[config.mk]
export PLATFORM = sky130hd
export DESIGN_NAME = ctrl_top
export DESIGN_NICKNAME = d
export VERILOG_FILES = /design/src/verilog/riscv_pkg.sv /design/src/verilog/ctrl_pkg.sv /design/src/verilog/exc_prio.sv /design/src/verilog/irq_prio.sv /design/src/verilog/ctrl_fsm.sv /design/src/verilog/ctrl_top.sv
export SDC_FILE = /design/constraint.sdc
export NUM_CORES = 1
export LEC_CHECK = 0
export BUFFER_PORTS_ARGS = -buffer_cell sky130_fd_sc_hd__buf_4
export CORE_AREA = 2 2 79 81
export CTS_BUF_LIST = sky130_fd_sc_hd__clkbuf_4
export CTS_CLUSTER_DIAMETER = 100
export DETAILED_ROUTE_END_ITERATION = 10
export DIE_AREA = 0 0 81 83
export PLACE_DENSITY = 0.88
export SYNTH_ARGS = -nofsm -noshare
export SYNTH_HDL_FRONTEND = slang
export SYNTH_SLANG_ARGS = --single-unit
[constraint.sdc]
create_clock -name clk_i -period 2.5 [get_ports clk_i]
set_clock_uncertainty 0.1 [all_clocks]
set_input_delay 0.125 -clock clk_i [delete_from_list [all_inputs] [get_ports clk_i]]
set_output_delay 0.125 -clock clk_i [all_outputs]
set_load 0.05 [all_outputs]
[src/verilog/riscv_pkg.sv]
/*
  RISC-V architectural definitions shared by the controller blocks.
  Covers privilege levels, trap cause codes and the interrupt line group.
*/

package riscv_pkg;

  // data and address word (pc, instruction, mtval, lsu address)
  typedef logic [31:0] word_t;

  // compressed instruction half
  typedef logic [15:0] half_t;

  // index of a fast interrupt line
  typedef logic [3:0] fast_id_t;

  // privilege levels, only M and U are implemented
  typedef enum logic [1:0] {
    PRIV_LVL_U = 2'b00,
    PRIV_LVL_M = 2'b11
  } priv_lvl_e;

  ////////////////////////////////////////////////////////////////////
  // trap causes, bit 5 flags an interrupt
  ////////////////////////////////////////////////////////////////////

  typedef enum logic [5:0] {
    EXC_CAUSE_INSTR_ACCESS_FAULT = 6'h01,
    EXC_CAUSE_ILLEGAL_INSN       = 6'h02,
    EXC_CAUSE_BREAKPOINT         = 6'h03,
    EXC_CAUSE_LOAD_ACCESS_FAULT  = 6'h05,
    EXC_CAUSE_STORE_ACCESS_FAULT = 6'h07,
    EXC_CAUSE_ECALL_UMODE        = 6'h08,
    EXC_CAUSE_ECALL_MMODE        = 6'h0B,
    EXC_CAUSE_IRQ_SOFTWARE_M     = 6'h23,
    EXC_CAUSE_IRQ_TIMER_M        = 6'h27,
    EXC_CAUSE_IRQ_EXTERNAL_M     = 6'h2B,
    // fast line n maps to 16+n, so the range is 6'h30 up to 6'h3E
    EXC_CAUSE_IRQ_FAST_0         = 6'h30,
    EXC_CAUSE_IRQ_FAST_14        = 6'h3E,
    EXC_CAUSE_IRQ_NM             = 6'h3F
  } exc_cause_e;

  // interrupt lines as seen by the core, already masked by mie
  typedef struct packed {
    logic        irq_software;
    logic        irq_timer;
    logic        irq_external;
    logic [14:0] irq_fast;
  } irqs_t;

endpackage

[src/verilog/ctrl_pkg.sv]
/*
  Controller microarchitecture definitions.
  PC selectors, FSM states and the structs passed between the decision blocks.
*/

package ctrl_pkg;

  import riscv_pkg::*;

  // fetch address selector, only meaningful with pc_set
  typedef enum logic [1:0] {
    PC_BOOT,
    PC_JUMP,
    PC_EXC,
    PC_ERET
  } pc_sel_e;

  // main controller FSM states
  typedef enum logic [3:0] {
    RESET,
    BOOT_SET,
    WAIT_SLEEP,
    SLEEP,
    FIRST_FETCH,
    DECODE,
    FLUSH,
    IRQ_TAKEN
  } ctrl_state_e;

  ////////////////////////////////////////////////////////////////////
  // structs
  ////////////////////////////////////////////////////////////////////

  // raw decoder flags, not yet qualified by instr_valid
  typedef struct packed {
    logic illegal;
    logic ecall;
    logic mret;
    logic wfi;
    logic ebrk;
    logic csr_flush;
  } dec_flags_t;

  // instruction in the IF-ID register
  typedef struct packed {
    word_t instr;
    half_t instr_c;
    logic  is_compressed;
    logic  fetch_err;
    logic  fetch_err_plus2;
    word_t pc;
  } instr_info_t;

  // qualified requests from the exception block to the FSM
  typedef struct packed {
    logic special;
    logic exc_pending;
    logic mret;
    logic wfi;
    logic csr_flush;
  } flush_req_t;

endpackage

[src/verilog/exc_prio.sv]
/*
  Synchronous exception handling for the controller.
  Qualifies decoder flags, registers the requests and picks the winning cause and mtval.
*/

`timescale 1ns/1ps

module exc_prio
  import riscv_pkg::*;
  import ctrl_pkg::*;
(
  input  logic        clk_i,
  input  logic        rst_ni,

  input  logic        instr_valid_i,
  input  dec_flags_t  dec_i,
  input  instr_info_t instr_i,

  input  priv_lvl_e   priv_mode_i,
  input  logic        csr_mstatus_tw_i,

  input  logic        load_err_i,
  input  logic        store_err_i,
  input  word_t       lsu_addr_last_i,

  input  logic        in_flush_i,

  output flush_req_t  req_o,
  output exc_cause_e  exc_cause_o,
  output word_t       mtval_o
);

  logic ecall, mret, wfi, ebrk, csr_flush, fetch_err;
  logic illegal_umode;
  logic illegal_d, illegal_q;
  logic exc_req_d, exc_req_q;
  logic load_err_d, load_err_q;
  logic store_err_d, store_err_q;

  ////////////////////////////////////////////////////////////////////
  // qualification
  ////////////////////////////////////////////////////////////////////

  // decoder flags ignore instr_valid
  assign ecall     = dec_i.ecall     & instr_valid_i;
  assign mret      = dec_i.mret      & instr_valid_i;
  assign wfi       = dec_i.wfi       & instr_valid_i;
  assign ebrk      = dec_i.ebrk      & instr_valid_i;
  assign csr_flush = dec_i.csr_flush & instr_valid_i;
  assign fetch_err = instr_i.fetch_err & instr_valid_i;

  // mret needs M-mode, tw traps wfi outside M-mode
  assign illegal_umode = (priv_mode_i != PRIV_LVL_M) & (mret | (csr_mstatus_tw_i & wfi));

  // flops break the path from illegal csr decode to pc_set
  // in flush the request has been handled, so drop it
  assign illegal_d   = ((dec_i.illegal & instr_valid_i) | illegal_umode) & ~in_flush_i;
  assign exc_req_d   = (ecall | ebrk | illegal_d | fetch_err) & ~in_flush_i;
  assign load_err_d  = load_err_i  & ~in_flush_i;
  assign store_err_d = store_err_i & ~in_flush_i;

  always_ff @(posedge clk_i or negedge rst_ni) begin
    if (!rst_ni) begin
      illegal_q   <= 1'b0;
      exc_req_q   <= 1'b0;
      load_err_q  <= 1'b0;
      store_err_q <= 1'b0;
    end else begin
      illegal_q   <= illegal_d;
      exc_req_q   <= exc_req_d;
      load_err_q  <= load_err_d;
      store_err_q <= store_err_d;
    end
  end

  // lsu faults arrive without a valid instruction in ID
  assign req_o.special     = mret | wfi | csr_flush | exc_req_d | load_err_i | store_err_i;
  assign req_o.exc_pending = exc_req_q | load_err_q | store_err_q;
  assign req_o.mret        = mret;
  assign req_o.wfi         = wfi;
  assign req_o.csr_flush   = csr_flush;

  ////////////////////////////////////////////////////////////////////
  // priority select
  ////////////////////////////////////////////////////////////////////

  // instruction is retained in ID through FLUSH, its flags are still live
  always_comb begin
    exc_cause_o = EXC_CAUSE_INSTR_ACCESS_FAULT;
    mtval_o     = '0;
    if (fetch_err) begin
      exc_cause_o = EXC_CAUSE_INSTR_ACCESS_FAULT;
      // second half of an unaligned fetch faulted
      mtval_o     = instr_i.fetch_err_plus2 ? (instr_i.pc + 32'd2) : instr_i.pc;
    end else if (illegal_q) begin
      exc_cause_o = EXC_CAUSE_ILLEGAL_INSN;
      mtval_o     = instr_i.is_compressed ? {16'b0, instr_i.instr_c} : instr_i.instr;
    end else if (ecall) begin
      exc_cause_o = (priv_mode_i == PRIV_LVL_M) ? EXC_CAUSE_ECALL_MMODE :
                                                  EXC_CAUSE_ECALL_UMODE;
    end else if (ebrk) begin
      exc_cause_o = EXC_CAUSE_BREAKPOINT;
    end else if (store_err_q) begin
      exc_cause_o = EXC_CAUSE_STORE_ACCESS_FAULT;
      mtval_o     = lsu_addr_last_i;
    end else if (load_err_q) begin
      exc_cause_o = EXC_CAUSE_LOAD_ACCESS_FAULT;
      mtval_o     = lsu_addr_last_i;
    end
  end

endmodule

[src/verilog/irq_prio.sv]
/*
  Interrupt decision for the controller.
  Ranks the pending lines, decides whether one is handled and tracks NMI mode.
*/

`timescale 1ns/1ps

module irq_prio
  import riscv_pkg::*;
#(
  parameter int unsigned NumFastIrq = 15
) (
  input  logic       clk_i,
  input  logic       rst_ni,

  input  irqs_t      irqs_i,
  input  logic       irq_nm_i,
  input  logic       csr_mstatus_mie_i,

  input  logic       irq_take_i,
  input  logic       mret_done_i,

  output logic       handle_irq_o,
  output exc_cause_e irq_cause_o,
  output logic       nmi_mode_o
);

  logic     nmi_mode_d, nmi_mode_q;
  logic     irq_pending;
  logic     fast_any;
  fast_id_t fast_id;

  // only the implemented fast lines count
  assign irq_pending = irqs_i.irq_software | irqs_i.irq_timer | irqs_i.irq_external | fast_any;
  assign fast_any    = |irqs_i.irq_fast[NumFastIrq-1:0];

  // no nesting inside the NMI handler, not even a second NMI
  assign handle_irq_o = ~nmi_mode_q & (irq_nm_i | (irq_pending & csr_mstatus_mie_i));

  // highest fast index wins, later iterations override
  always_comb begin
    fast_id = '0;
    for (int unsigned i = 0; i < NumFastIrq; i++) begin
      if (irqs_i.irq_fast[i]) begin
        fast_id = fast_id_t'(i);
      end
    end
  end

  ////////////////////////////////////////////////////////////////////
  // cause ranking
  ////////////////////////////////////////////////////////////////////

  always_comb begin
    if (irq_nm_i) begin
      irq_cause_o = EXC_CAUSE_IRQ_NM;
    end else if (fast_any) begin
      // interrupt flag plus 16 plus line index
      irq_cause_o = exc_cause_e'({2'b11, fast_id});
    end else if (irqs_i.irq_external) begin
      irq_cause_o = EXC_CAUSE_IRQ_EXTERNAL_M;
    end else if (irqs_i.irq_software) begin
      irq_cause_o = EXC_CAUSE_IRQ_SOFTWARE_M;
    end else begin
      irq_cause_o = EXC_CAUSE_IRQ_TIMER_M;
    end
  end

  // enter on taking the NMI, leave on mret out of its handler
  always_comb begin
    nmi_mode_d = nmi_mode_q;
    if (irq_take_i && irq_nm_i) begin
      nmi_mode_d = 1'b1;
    end else if (mret_done_i) begin
      nmi_mode_d = 1'b0;
    end
  end

  always_ff @(posedge clk_i or negedge rst_ni) begin
    if (!rst_ni) begin
      nmi_mode_q <= 1'b0;
    end else begin
      nmi_mode_q <= nmi_mode_d;
    end
  end

  assign nmi_mode_o = nmi_mode_q;

endmodule

[src/verilog/ctrl_fsm.sv]
/*
  Main controller state machine.
  Sequences boot, traps, mret and sleep, and drives pc set, CSR save and stall signals.
*/

`timescale 1ns/1ps

module ctrl_fsm
  import riscv_pkg::*;
  import ctrl_pkg::*;
(
  input  logic       clk_i,
  input  logic       rst_ni,

  // from the decision blocks
  input  flush_req_t req_i,
  input  exc_cause_e exc_cause_i,
  input  word_t      mtval_i,
  input  logic       handle_irq_i,
  input  exc_cause_e irq_cause_i,
  input  logic       nmi_mode_i,

  // pipeline status
  input  logic       instr_valid_i,
  input  logic       irq_pending_i,
  input  logic       stall_id_i,
  input  logic       branch_set_i,
  input  logic       jump_set_i,

  // strobes back to the decision blocks
  output logic       in_flush_o,
  output logic       irq_take_o,
  output logic       mret_done_o,

  // to prefetcher and CSRs
  output logic       pc_set_o,
  output pc_sel_e    pc_mux_o,
  output exc_cause_e exc_cause_o,
  output word_t      csr_mtval_o,
  output logic       csr_save_id_o,
  output logic       csr_save_if_o,
  output logic       csr_save_cause_o,
  output logic       csr_restore_mret_o,

  // to IF-ID
  output logic       instr_req_o,
  output logic       id_in_ready_o,
  output logic       instr_valid_clear_o,
  output logic       ctrl_busy_o,
  output logic       controller_run_o
);

  ctrl_state_e state_q, state_d;

  logic halt_if;
  logic retain_id;
  logic flush_id;

  always_comb begin
    state_d            = state_q;
    instr_req_o        = 1'b1;
    pc_set_o           = 1'b0;
    pc_mux_o           = PC_BOOT;
    // cause only matters with pc_set, default to the exception one
    exc_cause_o        = exc_cause_i;
    csr_mtval_o        = '0;
    csr_save_id_o      = 1'b0;
    csr_save_if_o      = 1'b0;
    csr_save_cause_o   = 1'b0;
    csr_restore_mret_o = 1'b0;
    irq_take_o         = 1'b0;
    mret_done_o        = 1'b0;
    ctrl_busy_o        = 1'b1;
    controller_run_o   = 1'b0;
    halt_if            = 1'b0;
    retain_id          = 1'b0;
    flush_id           = 1'b0;

    unique case (state_q)
      RESET: begin
        instr_req_o = 1'b0;
        pc_set_o    = 1'b1;
        state_d     = BOOT_SET;
      end

      BOOT_SET: begin
        // second strobe copies the boot address into the fetch pc
        pc_set_o = 1'b1;
        state_d  = FIRST_FETCH;
      end

      WAIT_SLEEP: begin
        ctrl_busy_o = 1'b0;
        instr_req_o = 1'b0;
        halt_if     = 1'b1;
        flush_id    = 1'b1;
        state_d     = SLEEP;
      end

      SLEEP: begin
        instr_req_o = 1'b0;
        halt_if     = 1'b1;
        flush_id    = 1'b1;
        // any pending line wakes the core, even with mie clear
        if (irq_pending_i || handle_irq_i) begin
          state_d = FIRST_FETCH;
        end else begin
          ctrl_busy_o = 1'b0;
        end
      end

      FIRST_FETCH: begin
        if (id_in_ready_o) begin
          state_d = DECODE;
        end
        // nothing in ID yet, so the interrupt can go straight away
        if (handle_irq_i) begin
          halt_if = 1'b1;
          state_d = IRQ_TAKEN;
        end
      end

      DECODE: begin
        controller_run_o = 1'b1;
        // jump target selected early, pc_set decides
        pc_mux_o         = PC_JUMP;

        // keep the instruction in ID so FLUSH can look at it
        if (req_i.special) begin
          retain_id = 1'b1;
          state_d   = FLUSH;
        end

        if (branch_set_i || jump_set_i) begin
          pc_set_o = 1'b1;
        end

        // hold off fetch until the current instruction is gone
        if (handle_irq_i && (stall_id_i || instr_valid_i)) begin
          halt_if = 1'b1;
        end

        if (!stall_id_i && !req_i.special && !instr_valid_i && handle_irq_i) begin
          halt_if = 1'b1;
          state_d = IRQ_TAKEN;
        end
      end

      IRQ_TAKEN: begin
        pc_mux_o    = PC_EXC;
        exc_cause_o = irq_cause_i;
        // line may have dropped meanwhile, then just resume
        if (handle_irq_i) begin
          pc_set_o         = 1'b1;
          csr_save_if_o    = 1'b1;
          csr_save_cause_o = 1'b1;
          irq_take_o       = 1'b1;
        end
        state_d = DECODE;
      end

      FLUSH: begin
        halt_if  = 1'b1;
        flush_id = 1'b1;
        state_d  = DECODE;

        if (req_i.exc_pending) begin
          // trap entry, epc comes from the instruction in ID
          pc_set_o         = 1'b1;
          pc_mux_o         = PC_EXC;
          csr_save_id_o    = 1'b1;
          csr_save_cause_o = 1'b1;
          csr_mtval_o      = mtval_i;
        end else if (req_i.mret) begin
          pc_set_o           = 1'b1;
          pc_mux_o           = PC_ERET;
          csr_restore_mret_o = 1'b1;
          // returning from the NMI handler ends NMI mode
          mret_done_o        = nmi_mode_i;
        end else if (req_i.wfi) begin
          state_d = WAIT_SLEEP;
        end else if (req_i.csr_flush && handle_irq_i) begin
          // csr write may have just enabled an interrupt
          state_d = IRQ_TAKEN;
        end
      end

      default: begin
        instr_req_o = 1'b0;
        state_d     = RESET;
      end
    endcase
  end

  assign in_flush_o = (state_q == FLUSH);

  ////////////////////////////////////////////////////////////////////
  // stall control
  ////////////////////////////////////////////////////////////////////

  assign id_in_ready_o = ~stall_id_i & ~halt_if & ~retain_id;

  // retain keeps instr_valid set unless ID is flushed as well
  assign instr_valid_clear_o = ~(stall_id_i | retain_id) | flush_id;

  always_ff @(posedge clk_i or negedge rst_ni) begin
    if (!rst_ni) begin
      state_q <= RESET;
    end else begin
      state_q <= state_d;
    end
  end

endmodule

[src/verilog/ctrl_top.sv]
/*
  Controller top level.
  Connects exception select, interrupt select and the main FSM.
*/

`timescale 1ns/1ps

module ctrl_top
  import riscv_pkg::*;
  import ctrl_pkg::*;
#(
  parameter int unsigned NumFastIrq = 15
) (
  input  logic        clk_i,
  input  logic        rst_ni,

  input  logic        instr_valid_i,
  input  dec_flags_t  dec_i,
  input  instr_info_t instr_i,
  input  priv_lvl_e   priv_mode_i,
  input  logic        csr_mstatus_tw_i,
  input  logic        csr_mstatus_mie_i,
  input  irqs_t       irqs_i,
  input  logic        irq_nm_i,
  input  logic        load_err_i,
  input  logic        store_err_i,
  input  word_t       lsu_addr_last_i,
  input  logic        stall_id_i,
  input  logic        branch_set_i,
  input  logic        jump_set_i,

  output logic        pc_set_o,
  output pc_sel_e     pc_mux_o,
  output exc_cause_e  exc_cause_o,
  output word_t       csr_mtval_o,
  output logic        csr_save_id_o,
  output logic        csr_save_if_o,
  output logic        csr_save_cause_o,
  output logic        csr_restore_mret_o,
  output logic        instr_req_o,
  output logic        id_in_ready_o,
  output logic        instr_valid_clear_o,
  output logic        ctrl_busy_o,
  output logic        controller_run_o,
  output logic        nmi_mode_o
);

  flush_req_t flush_req;
  exc_cause_e exc_cause;
  word_t      exc_mtval;
  logic       handle_irq;
  exc_cause_e irq_cause;
  logic       irq_pending;
  logic       in_flush;
  logic       irq_take;
  logic       mret_done;

  // wake-up from sleep ignores mie
  assign irq_pending = |irqs_i;

  exc_prio i_exc_prio (
    .clk_i,
    .rst_ni,
    .instr_valid_i,
    .dec_i,
    .instr_i,
    .priv_mode_i,
    .csr_mstatus_tw_i,
    .load_err_i,
    .store_err_i,
    .lsu_addr_last_i,
    .in_flush_i  (in_flush),
    .req_o       (flush_req),
    .exc_cause_o (exc_cause),
    .mtval_o     (exc_mtval)
  );

  irq_prio #(
    .NumFastIrq (NumFastIrq)
  ) i_irq_prio (
    .clk_i,
    .rst_ni,
    .irqs_i,
    .irq_nm_i,
    .csr_mstatus_mie_i,
    .irq_take_i   (irq_take),
    .mret_done_i  (mret_done),
    .handle_irq_o (handle_irq),
    .irq_cause_o  (irq_cause),
    .nmi_mode_o
  );

  ctrl_fsm i_ctrl_fsm (
    .clk_i,
    .rst_ni,
    .req_i         (flush_req),
    .exc_cause_i   (exc_cause),
    .mtval_i       (exc_mtval),
    .handle_irq_i  (handle_irq),
    .irq_cause_i   (irq_cause),
    .nmi_mode_i    (nmi_mode_o),
    .instr_valid_i,
    .irq_pending_i (irq_pending),
    .stall_id_i,
    .branch_set_i,
    .jump_set_i,
    .in_flush_o    (in_flush),
    .irq_take_o    (irq_take),
    .mret_done_o   (mret_done),
    .pc_set_o,
    .pc_mux_o,
    .exc_cause_o,
    .csr_mtval_o,
    .csr_save_id_o,
    .csr_save_if_o,
    .csr_save_cause_o,
    .csr_restore_mret_o,
    .instr_req_o,
    .id_in_ready_o,
    .instr_valid_clear_o,
    .ctrl_busy_o,
    .controller_run_o
  );

endmodule

==> impl_metrics.yaml <==
outcome:
  status: "complete, no violations"
critical_path:
  critPathLaunchType: "flip-flop"
  end_kind: "primary output"
  arrival_ps: 2140
  worst-path-max-fanout: 34
  cp.required_ps: 2280
  critPathKind: "reg2out"
die:
  die_x_um: 81
  rows: 28
  initial_core_util_pct: 42.64
  dieArea_um2: 6723
  io_pins: 203
  core_area_um2: 5816
  die_y_um: 83
power_and_ir_drop:
  peakVddDrop_mv: 0.7620
  power_density_nw_per_um2: 625.5
  power.total_mw: 2.586
  p_leak_nw: 1.769
sta:
  fmax_ghz: 0.4230
  final_hold_viol_count: 0
  finalSetupViolCount: 0
  fin_crit_sh_pct: 94.56
  rsz0062_at_grt: "false"
  period_minus_slack_ps: 2364
  fin_tns_setup_ps: 0
  relSlewSlack_pct: 61.18
  worstMarginPinSlew_ps: 582.2
  finalMaxSlewViolations: 0
logic_synthesis:
  synth_top_area_cell: "a221oi_1"
  netlist_instances: 328
  async_flop_share_pct: 100.0
  yosys_most_used_dff: "dfrtp_1"
  synth_warnings: 0
  yosysSeqAreaShare_pct: 8.073
  synth.area.top_cells: "a221oi_1, a211oi_1, dfrtp_1"
  syn_nets: 481
  syn_avg_cell_area_um2: 7.561
  yosysUniqueCellTypes: 54
  synth_edf_count: 0
  synth_seq_cells: 8
  netlist_area_um2: 2480
  yosysTopAreaCellShare_pct: 11.30
route:
  via_per_inst: 6.062
  drtIter0Drc: 224
  totalWireLength_mm: 10.79
  dr.pass1.iters: 5
  vias: 3595
  drcViolationCount: 0
  antenna_left: 0
  post_drt_wl_per_cell_um: 18.19
global_routing:
  grt_pass1_wl_mm: 16.77
  antenna_found_initial: 0
  grt_pass1_vias: 3519
  grt_start_max_net_pins: 37
  grt_usage_pct: 30.55
  gr-total-overflow: 0
finish:
  final_util_pct: 71.08
  layout-drive-gt1-share_pct: 50.77
  area_growth_syn_to_layout_pct: 66.70
  diodes: 0
  final_common_cell: "buf_4"
  mostFrequentLayoutCells: "buf_4, a221oi_1, a211oi_1"
  ff_latch_area_um2: 200.2
  fillers: 494
  multi_input_area_um2: 2140
  num-nets-final: 673
run:
  cap_violations: 0
clock_network:
  htree_levels: 1
  clk_latency_ps: 260
  clock_sinks: 8
  cts_resized: 0
  cts_post_setup_buffers_inserted: 0
  numCtsBuffers: 3
  cts_tree: "built"
  clk_transition_reported_paths_ps: 60
  clockBufferDepth: 2
  cts_hold_buf: 2
  clockRootBuffer: "clkbuf_4"
placed_design:
  routabilityCongestion: 0.9297
  dpl.hpwl_mm: 8.825
  port-buffer-count: 202
worst_hold_path:
  min_path_type: "in2reg"
through the flow:
stage / std cells / instance area [um2] / setup WS, ps / hold slack [ps]
floorplan: 328 / 2505 / -186.7 / -270.6
global placement: 588 / 4091 / 436.3 / -152.2
detailed placement: 588 / 4091 / 343.1 / -148.2
CTS: 593 / 4134 / 153.9 / 22.71
global route: 593 / 4134 / 49.27 / 27.74
finish: 593 / 4134 / 136.1 / 30.67
cells in the mapped netlist (all sizes together), types with 7 or more instances:
| master | number |
|---|---|
| buf | 9 |
| xor2 | 8 |
| a221oi | 32 |
| a21oi | 11 |
| nor4 | 15 |
| dfrtp | 8 |
| xnor2 | 22 |
| a211oi | 34 |
| clkbuf | 16 |
| inv | 15 |
| o21ai | 7 |
| nor3 | 16 |
| nand3 | 12 |
| mux2 | 16 |
| nor2 | 22 |
| nand4 | 11 |
| nand2 | 20 |
registers in the layout, indices dropped and copies added, names as in the netlist:
| name | cells |
|---|---|
| i_exc_prio.load_err_q | 1 |
| i_exc_prio.store_err_q | 1 |
| i_irq_prio.nmi_mode_o | 1 |
| i_ctrl_fsm.state_q | 3 |
| i_exc_prio.illegal_q | 1 |
| i_exc_prio.exc_req_q | 1 |
cell families (layout without fill, tap and decap cells):
| group | Yosys count | count (layout) | synth area share, % |
|---|---|---|---|
| buffers and inverters | 40 | 230 | 6.912 |
| AND/OR/NAND/NOR | 122 | 122 | 32.24 |
| multiplexers | 18 | 18 | 8.073 |
| XOR/XNOR | 30 | 30 | 10.60 |
| adder cells (fa/ha/maj) | 1 | 1 | 0.5045 |
| flip-flops | 8 | 8 | 8.073 |
| AO/OA/AOI/OAI | 109 | 109 | 33.60 |
path summary, 6_finish.rpt:
| path | depth (start not counted) | to | slack, ps | startpoint |
|---|---|---|---|---|
| max in group asynchronous | 2 | i_exc_prio.exc_req_q | 2040 | rst_ni |
| min in group asynchronous | 2 | i_ctrl_fsm.state_q[2] | 120 | rst_ni |
| setup reg to reg | 5 | i_ctrl_fsm.state_q[0] | 620 | i_ctrl_fsm.state_q[0] |
| hold reg to reg | 1 | i_irq_prio.nmi_mode_o | 500 | i_irq_prio.nmi_mode_o |
| setup / recovery | 5 | csr_mtval_o[7] | 140 | i_ctrl_fsm.state_q[2] |
| hold / removal | 2 | i_exc_prio.store_err_q | 30 | store_err_i |
area by class of cell:
class / count / share of cell area (%)
Tap cell: 75 / 2.270
Timing Repair Buffer: 212 / 39.23
Multi-Input combinational cell: 280 / 51.76
Inverter: 15 / 1.362
Sequential cell: 8 / 4.843
Clock buffer: 3 / 0.5448
power breakdown:
part	total (mW)	switching, mW	internal, mW
Combinational	2.27	1.49	0.785
Sequential	0.210	0.0392	0.171
Clock	0.103	0.0475	0.0552
critical path, stage by stage, from the launching register on:
cell and delay, ps:
dfrtp_1 510, nand2_1 170, or3_1 430, buf_12 190
a211oi_1 300, buf_4 270
per-layer routing:
metal / wire, um / track usage, % / part of all wire (%) / vias up
met5: 0 / 0 / 0 / -
met4: 226 / 7.550 / 2.1 / 0
met3: 833 / 3.696 / 7.7 / 24
met2: 5681 / 56.35 / 53 / 209
met1: 4045 / 36.46 / 37 / 1675
li1: - / - / - / 1687
No activity file was read; power rests on OpenSTA's default activity.
